--- src/mam_pkg.sv ---
package mam_pkg;

   localparam int ADDR_WIDTH = 32;
   localparam int ADDR_WORDS = 2;           // LS word first
   localparam int HDR_FLITS  = 2;           // Destination, then source
   localparam logic [5:0] SRC_TYPE = 6'b01_1111;

   // Flit selection for the response path
   localparam logic [1:0] SEL_DATA = 2'd0;
   localparam logic [1:0] SEL_DEST = 2'd1;
   localparam logic [1:0] SEL_SRC  = 2'd2;

   typedef struct packed {
      logic        valid;
      logic        last;
      logic [15:0] data;
   } dii_flit_t;

   typedef enum logic {
      OP_READ  = 1'b0,
      OP_WRITE = 1'b1
   } mam_op_e;

   typedef struct packed {
      mam_op_e                op;
      logic                   burst;
      logic [ADDR_WIDTH-1:0]  addr;
      logic [13:0]            beats;
   } mem_req_t;

   typedef enum logic [3:0] {
      ST_IDLE,
      ST_HDR_SKIP,
      ST_CMD,
      ST_ADDR,
      ST_REQUEST,
      ST_WPKT_HDR,
      ST_WRITE,
      ST_WRITE_WAIT,
      ST_WSINGLE,
      ST_WSINGLE_WAIT,
      ST_RPKT_HDR,
      ST_READ
   } mam_state_e;

endpackage

--- src/mam_counter.sv ---
`timescale 1ns/1ps

module mam_counter #(
   parameter int DATA_WIDTH  = 32,
   parameter int MAX_PKT_LEN = 8
) (
   input  logic                            clk,
   input  logic                            rst,
   input  logic                            flit_clr,
   input  logic                            flit_inc,
   input  logic                            word_clr,
   input  logic                            word_inc,
   input  logic                            beat_load,
   input  logic                            beat_dec,
   input  logic [13:0]                     beats,
   output logic [$clog2(DATA_WIDTH/8)-1:0] word_idx,
   output logic                            addr_done,
   output logic                            wpkt_hdr_done,
   output logic                            word_done,
   output logic                            pkt_full,
   output logic                            beat_last
);

   localparam int FW = $clog2(MAX_PKT_LEN);
   localparam int WW = $clog2(DATA_WIDTH/8);
   localparam logic [FW-1:0] ADDR_END = FW'(mam_pkg::ADDR_WORDS - 1);
   localparam logic [FW-1:0] HDR_END  = FW'(mam_pkg::HDR_FLITS - 1);
   localparam logic [FW-1:0] PKT_END  = FW'(MAX_PKT_LEN - 1);
   localparam logic [WW-1:0] WORD_END = WW'(DATA_WIDTH/16 - 1);

   logic [FW-1:0] flit_cnt;                // Position in packet
   logic [13:0]   beat_cnt;                // Beats still to move

   always_ff @(posedge clk) begin
      if (rst) begin
         flit_cnt <= '0;
         word_idx <= '0;
         beat_cnt <= '0;
      end else begin
         if (flit_clr) flit_cnt <= '0;
         else if (flit_inc) flit_cnt <= flit_cnt + 1'b1;
         if (word_clr) word_idx <= '0;
         else if (word_inc) word_idx <= word_idx + 1'b1;
         if (beat_load) beat_cnt <= beats;
         else if (beat_dec) beat_cnt <= beat_cnt - 1'b1;
      end
   end

   assign addr_done = flit_cnt == ADDR_END;
   assign wpkt_hdr_done = flit_cnt == HDR_END;
   assign pkt_full = flit_cnt == PKT_END;
   assign word_done = word_idx == WORD_END;
   assign beat_last = beat_cnt == 14'd1;

endmodule

--- src/mam_wdata.sv ---
`timescale 1ns/1ps

module mam_wdata #(
   parameter int DATA_WIDTH = 32
) (
   input  logic                    clk,
   input  logic [15:0]             flit_data,
   input  logic                    shift,
   input  logic                    strb_load,
   input  logic                    burst,
   output logic [DATA_WIDTH-1:0]   write_data,
   output logic [DATA_WIDTH/8-1:0] write_strb
);

   logic [DATA_WIDTH/8-1:0] strb_q;        // From command flit

   // MS flit arrives first and ends up on top
   always_ff @(posedge clk) begin
      if (shift)
         write_data <= DATA_WIDTH'({write_data, flit_data});
      if (strb_load)
         strb_q <= flit_data[DATA_WIDTH/8-1:0];
   end

   assign write_strb = burst ? '1 : strb_q;  // Bursts write full words

endmodule

--- src/mam_rdata.sv ---
`timescale 1ns/1ps

module mam_rdata #(
   parameter int DATA_WIDTH = 32
) (
   input  logic [DATA_WIDTH-1:0]           read_data,
   input  logic [$clog2(DATA_WIDTH/8)-1:0] word_idx,
   input  logic [1:0]                      hdr_sel,
   input  logic [9:0]                      id,
   input  logic                            out_valid,
   input  logic                            out_last,
   output mam_pkg::dii_flit_t              debug_out
);

   localparam int WORDS = DATA_WIDTH/16;

   int slice;                              // Word 0 is the MS slice

   assign slice = WORDS - 1 - int'(word_idx);

   always_comb begin
      debug_out.valid = out_valid;
      debug_out.last = out_last;
      case (hdr_sel)
         mam_pkg::SEL_DEST: debug_out.data = 16'h0000;
         mam_pkg::SEL_SRC:  debug_out.data = {mam_pkg::SRC_TYPE, id};
         default:           debug_out.data = read_data[16*slice +: 16];
      endcase
   end

endmodule

--- src/mam_mem.sv ---
`timescale 1ns/1ps

module mam_mem #(
   parameter int DATA_WIDTH = 32,
   parameter int MEM_WORDS  = 64
) (
   input  logic                    clk,
   input  logic                    rst,
   input  logic                    req_valid,
   input  mam_pkg::mem_req_t       mem_req,
   input  logic                    write_valid,
   input  logic [DATA_WIDTH-1:0]   write_data,
   input  logic [DATA_WIDTH/8-1:0] write_strb,
   input  logic                    read_ready,
   output logic                    req_ready,
   output logic                    write_ready,
   output logic                    read_valid,
   output logic [DATA_WIDTH-1:0]   read_data
);

   localparam int OFFSET = $clog2(DATA_WIDTH/8);
   localparam int AW = $clog2(MEM_WORDS);

   typedef enum logic [1:0] {M_IDLE, M_WRITE, M_READ} mem_state_e;

   mem_state_e            state;
   logic [DATA_WIDTH-1:0] mem [MEM_WORDS];
   logic [AW-1:0]         word_addr;
   logic [AW-1:0]         next_addr;
   logic [AW-1:0]         req_word;
   logic [13:0]           beats_left;
   logic                  start;

   assign req_word = mem_req.addr[OFFSET +: AW];  // Byte address to word, wraps
   assign next_addr = word_addr + 1'b1;
   assign start = (state == M_IDLE) && req_valid;
   assign req_ready = state == M_IDLE;
   assign write_ready = state == M_WRITE;
   assign read_valid = state == M_READ;

   always_ff @(posedge clk) begin
      if (rst) begin
         state <= M_IDLE;
         word_addr <= '0;
         beats_left <= '0;
      end else if (start) begin
         state <= (mem_req.op == mam_pkg::OP_WRITE) ? M_WRITE : M_READ;
         word_addr <= req_word;
         beats_left <= mem_req.burst ? mem_req.beats : 14'd1;
      end else if ((state == M_WRITE && write_valid) || (state == M_READ && read_ready)) begin
         word_addr <= next_addr;
         beats_left <= beats_left - 1'b1;
         if (beats_left == 14'd1) state <= M_IDLE;
      end
   end

   always_ff @(posedge clk) begin
      if (start) read_data <= mem[req_word];
      else if (state == M_READ && read_ready) read_data <= mem[next_addr];
      if (state == M_WRITE && write_valid) begin
         for (int b = 0; b < DATA_WIDTH/8; b++) begin
            if (write_strb[b]) mem[word_addr][8*b +: 8] <= write_data[8*b +: 8];
         end
      end
   end

endmodule

--- src/mam_ctrl.sv ---
`timescale 1ns/1ps

module mam_ctrl #(
   parameter int DATA_WIDTH = 32
) (
   input  logic                clk,
   input  logic                rst,
   input  mam_pkg::dii_flit_t  debug_in,
   input  logic                debug_out_ready,
   input  logic                req_ready,
   input  logic                write_ready,
   input  logic                read_valid,
   input  logic                addr_done,
   input  logic                wpkt_hdr_done,
   input  logic                word_done,
   input  logic                pkt_full,
   input  logic                beat_last,
   output logic                debug_in_ready,
   output logic                out_valid,
   output logic                out_last,
   output logic [1:0]          hdr_sel,
   output logic                req_valid,
   output mam_pkg::mem_req_t   mem_req,
   output logic                write_valid,
   output logic                read_ready,
   output logic                shift,
   output logic                strb_load,
   output logic                flit_clr,
   output logic                flit_inc,
   output logic                word_clr,
   output logic                word_inc,
   output logic                beat_load,
   output logic                beat_dec
);

   localparam bit WIDE = DATA_WIDTH > 16;  // More than one flit per word

   mam_pkg::mam_state_e state, nxt_state;
   logic in_packet;                        // Write data continues in current packet

   always_ff @(posedge clk) begin
      if (rst) begin
         state <= mam_pkg::ST_IDLE;
         in_packet <= 1'b0;
      end else begin
         state <= nxt_state;
         if (state == mam_pkg::ST_WRITE && debug_in.valid && word_done)
            in_packet <= !debug_in.last;
      end
   end

   always_ff @(posedge clk) begin
      if (state == mam_pkg::ST_CMD && debug_in.valid) begin
         mem_req.op <= mam_pkg::mam_op_e'(debug_in.data[15]);
         mem_req.burst <= debug_in.data[14];
         mem_req.beats <= debug_in.data[14] ? debug_in.data[13:0] : 14'd1;
      end
      if (state == mam_pkg::ST_ADDR && debug_in.valid)
         mem_req.addr <= {debug_in.data, mem_req.addr[mam_pkg::ADDR_WIDTH-1:16]};
   end

   always_comb begin
      nxt_state = state;
      debug_in_ready = 1'b0;
      out_valid = 1'b0;
      out_last = 1'b0;
      hdr_sel = mam_pkg::SEL_DATA;
      req_valid = 1'b0;
      write_valid = 1'b0;
      read_ready = 1'b0;
      shift = 1'b0;
      strb_load = 1'b0;
      flit_clr = 1'b0;
      flit_inc = 1'b0;
      word_clr = 1'b0;
      word_inc = 1'b0;
      beat_load = 1'b0;
      beat_dec = 1'b0;
      case (state)
         mam_pkg::ST_IDLE, mam_pkg::ST_HDR_SKIP: begin
            debug_in_ready = 1'b1;
            if (debug_in.valid)
               nxt_state = (state == mam_pkg::ST_IDLE) ? mam_pkg::ST_HDR_SKIP : mam_pkg::ST_CMD;
         end
         mam_pkg::ST_CMD: begin
            debug_in_ready = 1'b1;
            if (debug_in.valid) begin
               strb_load = 1'b1;
               flit_clr = 1'b1;
               nxt_state = mam_pkg::ST_ADDR;
            end
         end
         mam_pkg::ST_ADDR: begin
            debug_in_ready = 1'b1;
            if (debug_in.valid) begin
               flit_inc = 1'b1;
               if (addr_done) nxt_state = mam_pkg::ST_REQUEST;
            end
         end
         mam_pkg::ST_REQUEST: begin
            req_valid = 1'b1;
            if (req_ready) begin
               beat_load = 1'b1;
               flit_clr = 1'b1;
               word_clr = 1'b1;
               if (mem_req.op == mam_pkg::OP_READ) nxt_state = mam_pkg::ST_RPKT_HDR;
               else if (mem_req.burst) nxt_state = mam_pkg::ST_WPKT_HDR;
               else nxt_state = mam_pkg::ST_WSINGLE;
            end
         end
         mam_pkg::ST_WPKT_HDR: begin
            debug_in_ready = 1'b1;
            if (debug_in.valid) begin
               flit_inc = 1'b1;
               if (wpkt_hdr_done) nxt_state = mam_pkg::ST_WRITE;
            end
         end
         mam_pkg::ST_WRITE, mam_pkg::ST_WSINGLE: begin
            debug_in_ready = 1'b1;
            if (debug_in.valid) begin
               shift = 1'b1;
               word_inc = WIDE && !word_done;
               word_clr = word_done;
               if (word_done) begin
                  nxt_state = (state == mam_pkg::ST_WRITE) ? mam_pkg::ST_WRITE_WAIT
                                                           : mam_pkg::ST_WSINGLE_WAIT;
               end else if (debug_in.last && state == mam_pkg::ST_WRITE) begin
                  flit_clr = 1'b1;                 // Word spans into next packet
                  nxt_state = mam_pkg::ST_WPKT_HDR;
               end
            end
         end
         mam_pkg::ST_WRITE_WAIT: begin
            write_valid = 1'b1;
            if (write_ready) begin
               beat_dec = 1'b1;
               if (beat_last) begin
                  nxt_state = mam_pkg::ST_IDLE;
               end else if (in_packet) begin
                  nxt_state = mam_pkg::ST_WRITE;
               end else begin
                  flit_clr = 1'b1;
                  nxt_state = mam_pkg::ST_WPKT_HDR;
               end
            end
         end
         mam_pkg::ST_WSINGLE_WAIT: begin
            write_valid = 1'b1;
            if (write_ready) nxt_state = mam_pkg::ST_IDLE;
         end
         mam_pkg::ST_RPKT_HDR: begin
            out_valid = 1'b1;
            hdr_sel = wpkt_hdr_done ? mam_pkg::SEL_SRC : mam_pkg::SEL_DEST;
            if (debug_out_ready) begin
               flit_inc = 1'b1;
               if (wpkt_hdr_done) nxt_state = mam_pkg::ST_READ;
            end
         end
         mam_pkg::ST_READ: begin
            out_valid = read_valid;
            out_last = pkt_full || (word_done && beat_last);
            if (read_valid && debug_out_ready) begin
               word_inc = WIDE && !word_done;
               word_clr = word_done;
               read_ready = word_done;         // Release beat on its last flit
               beat_dec = word_done;
               flit_inc = !pkt_full;
               flit_clr = pkt_full;
               if (word_done && beat_last) nxt_state = mam_pkg::ST_IDLE;
               else if (pkt_full) nxt_state = mam_pkg::ST_RPKT_HDR;
            end
         end
         default: nxt_state = mam_pkg::ST_IDLE;
      endcase
   end

endmodule

--- src/mam_top.sv ---
`timescale 1ns/1ps

module mam_top #(
   parameter int DATA_WIDTH  = 32,
   parameter int MAX_PKT_LEN = 8,
   parameter int MEM_WORDS   = 64
) (
   input  logic               clk,
   input  logic               rst,
   input  mam_pkg::dii_flit_t debug_in,
   output logic               debug_in_ready,
   output mam_pkg::dii_flit_t debug_out,
   input  logic               debug_out_ready,
   input  logic [9:0]         id
);

   localparam int WW = $clog2(DATA_WIDTH/8);

   mam_pkg::mem_req_t       mem_req;
   logic                    req_valid, req_ready;
   logic                    write_valid, write_ready;
   logic                    read_valid, read_ready;
   logic [DATA_WIDTH-1:0]   write_data, read_data;
   logic [DATA_WIDTH/8-1:0] write_strb;
   logic                    out_valid, out_last;
   logic [1:0]              hdr_sel;
   logic                    shift, strb_load;
   logic                    flit_clr, flit_inc, word_clr, word_inc, beat_load, beat_dec;
   logic                    addr_done, wpkt_hdr_done, word_done, pkt_full, beat_last;
   logic [WW-1:0]           word_idx;

   mam_ctrl #(.DATA_WIDTH(DATA_WIDTH)) ctrl0 (
      .clk, .rst, .debug_in, .debug_out_ready, .req_ready, .write_ready, .read_valid,
      .addr_done, .wpkt_hdr_done, .word_done, .pkt_full, .beat_last,
      .debug_in_ready, .out_valid, .out_last, .hdr_sel, .req_valid, .mem_req,
      .write_valid, .read_ready, .shift, .strb_load,
      .flit_clr, .flit_inc, .word_clr, .word_inc, .beat_load, .beat_dec);

   mam_counter #(.DATA_WIDTH(DATA_WIDTH), .MAX_PKT_LEN(MAX_PKT_LEN)) counter0 (
      .clk, .rst, .flit_clr, .flit_inc, .word_clr, .word_inc, .beat_load, .beat_dec,
      .beats(mem_req.beats), .word_idx,
      .addr_done, .wpkt_hdr_done, .word_done, .pkt_full, .beat_last);

   mam_wdata #(.DATA_WIDTH(DATA_WIDTH)) wdata0 (
      .clk, .flit_data(debug_in.data), .shift, .strb_load, .burst(mem_req.burst),
      .write_data, .write_strb);

   mam_rdata #(.DATA_WIDTH(DATA_WIDTH)) rdata0 (
      .read_data, .word_idx, .hdr_sel, .id, .out_valid, .out_last, .debug_out);

   mam_mem #(.DATA_WIDTH(DATA_WIDTH), .MEM_WORDS(MEM_WORDS)) mem0 (
      .clk, .rst, .req_valid, .mem_req, .write_valid, .write_data, .write_strb,
      .read_ready, .req_ready, .write_ready, .read_valid, .read_data);

endmodule

--- config.mk ---
export PLATFORM = sky130hd
export DESIGN_NAME = mam_top
export DESIGN_NICKNAME = d
export VERILOG_FILES = /design/src/mam_pkg.sv /design/src/mam_counter.sv /design/src/mam_wdata.sv /design/src/mam_rdata.sv /design/src/mam_mem.sv /design/src/mam_ctrl.sv /design/src/mam_top.sv
export SDC_FILE = /design/constraint.sdc
export NUM_CORES = 2
export LEC_CHECK = 0
export ABC_CLOCK_PERIOD_IN_PS = 6050
export BUFFER_PORTS_ARGS = -buffer_cell sky130_fd_sc_hd__buf_2
export CAP_MARGIN = 20
export CORE_MARGIN = 10
export CORE_UTILIZATION = 48
export CTS_BUF_LIST = sky130_fd_sc_hd__clkbuf_4
export DETAILED_ROUTE_END_ITERATION = 16
export PLACE_DENSITY = 0.61
export SYNTH_ARGS = -nofsm -noshare
export SYNTH_HDL_FRONTEND = slang
export SYNTH_SLANG_ARGS = --single-unit
--- constraint.sdc ---
create_clock -name clk -period 6.05 [get_ports clk]
set_input_delay 1.21 -clock clk [delete_from_list [all_inputs] [get_ports clk]]
set_output_delay 1.21 -clock clk [all_outputs]
set_load 0.01 [all_outputs]
==> results.cfg <==
[power_and_ir_drop]
power.share.combinational = 0.229
power_frac_seq = 0.444
ir_drop_mv = 0.288
power.total_w = 0.0397
switching_power_w = 0.0122
p_int_w = 0.0275
power.static_leakage_nw = 34.8
switching_share = 0.308
power_density_mw_per_mm2 = 351
power_frac_clock = 0.326

[synthesis]
synth_area_per_cell_um2 = 18.7
synth.yosys.warnings = 0
nets_in_the_synthesized_netlist = 5495
yosys.cell_types.count = 71
number_of_instances_in_the_synthesized_netlist = 5455
yosys.area.top_type_share = 0.632
synth_seq_cells = 2196
sequential_cell_area_fraction_in_the_yosys_report = 0.642
syn-cell-area_mm2 = 0.102
netlist_top_cells_area = edfxtp_1, mux4_2, a22oi_1
synth_enable_flop_cells = 2144
synth_ff_type = edfxtp_1
yosysTopAreaCell = edfxtp_1
asyncSetResetFlopFracSynth = 0

[detailed_routing]
totalWireLength_um = 339000
routedWlPerCell_um = 37.1
vias = 62500
routed_via_density = 6.85
drc = 0
drt.antenna.violating_nets = 0
detailedRoute.firstIterationViolations = 8973
drt_pass1_iterations = 10

[grt]
first_global_vias = 62000
antenna_found_initial = 30
track_usage = 0.289
grt_pass1_wl_um = 475000
maximum_number_of_pins_on_one_net_before_global_route_repair = 101
grt_overflow = 0

[min_path]
min_path_cells = 1
timing.hold.worst.class = primary input to flip-flop
worstHoldEndpoint = ctrl0.mem_req[46]
worstHoldStart = debug_in[14]

[clock_tree]
cts_made_buffers = 601
numClockSinks = 2196
cts_root_buf = clkbuf_4
cts_max_level = 6
clkSlewWorstSetupHoldPaths_ps = 70
cts_tree = yes
insertion_delay_ps = 1460
cts_buffer_depth = 4

[timing]
max_clock_freq_mhz = 192
worst-slew-pin-transition_ps = 1360
finalCriticalPeriod_ps = 5210
report.final.setup_viol = 0
slew_headroom = 0.0926
fin_skew_ps = 79.7
setup_tns_ps = 0
maxSlewViolCount = 0
grt_setup_unrepaired = no
period_share = 0.862
hold_viol_final = 0

[critical_path]
worstPathRequired_ps = 4840
kind_of_start_point_of_the_critical_path = flip-flop
critPathMaxFanout = 18
setup.worst_path.class = flip-flop to output port
reg2reg_setup_slack_ps = 1350
crit_arrival_ps = 4000
worstSetupEndpointType = output port
timing.reg2reg.worst_path_depth = 7
r2r-end = mem0.read_data[6]
worstReg2RegStart = mem0.word_addr[2]

[placement]
place_hpwl_um = 217000
placedCellCount = 8072
placement.io_buffers = 49
place_congestion = 0.913

[layout]
syn_to_layout_area_delta_pct = 11.0
drive_above_1_share = 0.362
final_nets = 5926
final_cells = 9120
final_core_utilization = 0.534

[floorplanning]
die_w_um = 481
io_pins = 50
fp.dieH_um = 481
placeableCoreArea_mm2 = 0.212
start_util = 0.481
rows = 169
die_area_mm2 = 0.231

[status]
status = completed

[job]
maximum_capacitance_violations = 0
cell type report:
type | count | area, um^2
Antenna cell | 34 | 85.1
Clock buffer | 824 | 6190
Clock inverter | 158 | 847
Fill cell | 16800 | 98600
Inverter | 20 | 75.1
Multi-Input combinational cell | 2804 | 34600
Sequential cell | 2196 | 65400
Tap cell | 2821 | 3530
Timing Repair Buffer | 263 | 2350
timing repair:
| action | CTS | global route |
|---|---|---|
| hold endpoints to repair | 33 | 0 |
| resized for setup | 0 | 0 |
| hold buffers | 16 | 0 |
| buffers inserted | 0 | 0 |
metal layers:
layer | share of wire | GRT usage | routed length, um
met5 | 0.0012 | 0.00828 | 414
met4 | 0.044 | 0.131 | 14900
met3 | 0.13 | 0.102 | 43400
met2 | 0.45 | 0.420 | 152000
met1 | 0.38 | 0.394 | 128000
registers in the layout, summed over array words and instances (netlist names), named ones only:
register	flops
counter0.word_idx	2
wdata0.write_data	32
ctrl0.in_packet	1
mem0.state	2
ctrl0.mem_req	28
mem0.word_addr	6
wdata0.strb_q	4
counter0.beat_cnt	14
mem0.read_data	32
mem0.mem	2048
mem0.beats_left	14
counter0.flit_cnt	3
ctrl0.state	4
how the worst max path moves through the flow:
stage | slack [ps] | start | endpoint
2_1_floorplan | 1710 | debug_in[17] | counter0.word_idx[0]
3_3_place_gp | 1490 | mem0.word_addr[2] | mem0.read_data[6]
3_5_place_dp | 1520 | mem0.word_addr[2] | mem0.read_data[2]
4_1_cts | 780 | ctrl0.state[3] | debug_out[4]
5_1_grt | 600 | ctrl0.state[3] | debug_out[4]
6_report | 840 | ctrl0.state[3] | debug_out[4]
cells in the mapped netlist (all sizes together), types with 5 or more instances:
cell type,number
edfxtp,2144
mux4,1057
nor2,318
a21oi,281
clkbuf,240
nand2,240
buf,195
a22oi,194
mux2i,102
nor2b,73
o21ai,57
a211oi,52
dfxtp,52
and2,48
nand3,38
mux2,35
or4,31
a221oi,29
nor3,29
a211o,25
a31oi,22
inv,19
a22o,13
nor4,13
nand2b,12
o211ai,10
a311oi,9
ha,9
nand4,9
a32oi,8
nor3b,8
or3,8
xnor2,7
o22ai,6
xor2,6
and3b,5
o311ai,5
stage by stage:
step	area, um^2	hold WS, ps	setup slack [ps]
after floorplan	102000	420	1710
after global placement	105000	431	1490
after detailed placement	106000	442	1520
after CTS	113000	78.7	782
after global routing	113000	121	597
final	113000	184	836
cells by family (layout without fill, tap and decap cells):
family / count (synthesis) / in the layout / share of synthesized area
and+or+nand+nor: 846 / 846 / 0.0386
AOI/OAI and AO/OA: 742 / 742 / 0.0488
buffers and inverters: 455 / 1265 / 0.0209
xor gates and xnor gates: 13 / 13 / 0.00112
other: 0 / 34 / 0
adders and majority gates: 9 / 9 / 0.00111
DFF: 2196 / 2196 / 0.642
muxes: 1194 / 1194 / 0.247
cell usage in the layout (no fill, tap or decap), drive strengths merged, types with 102 or more instances in the layout:
master / n
clkinv: 136
buf: 245
nand2: 240
mux2i: 102
a22oi: 194
nor2: 318
edfxtp: 2144
mux4: 1057
a21oi: 281
clkbuf: 826
power by group through the flow:
stage               clock network, W  registers [W]  logic (W)
finish                        0.0129         0.0176    0.00911
global route                  0.0139         0.0176    0.00946
CTS                           0.0131         0.0176    0.00896
detailed placement                 0         0.0179    0.00892
global placement                   0         0.0179    0.00890
floorplan                          0         0.0179    0.00569
worst max-delay path, stage by stage (launching register included):
cell and delay [ps]:
dfxtp_1 730, nand3b_1 490, nor3_2 680, buf_4 330, nand2_1 70, o21ai_0 80
buf_2 160
No activity file was read; power rests on OpenSTA's default activity.
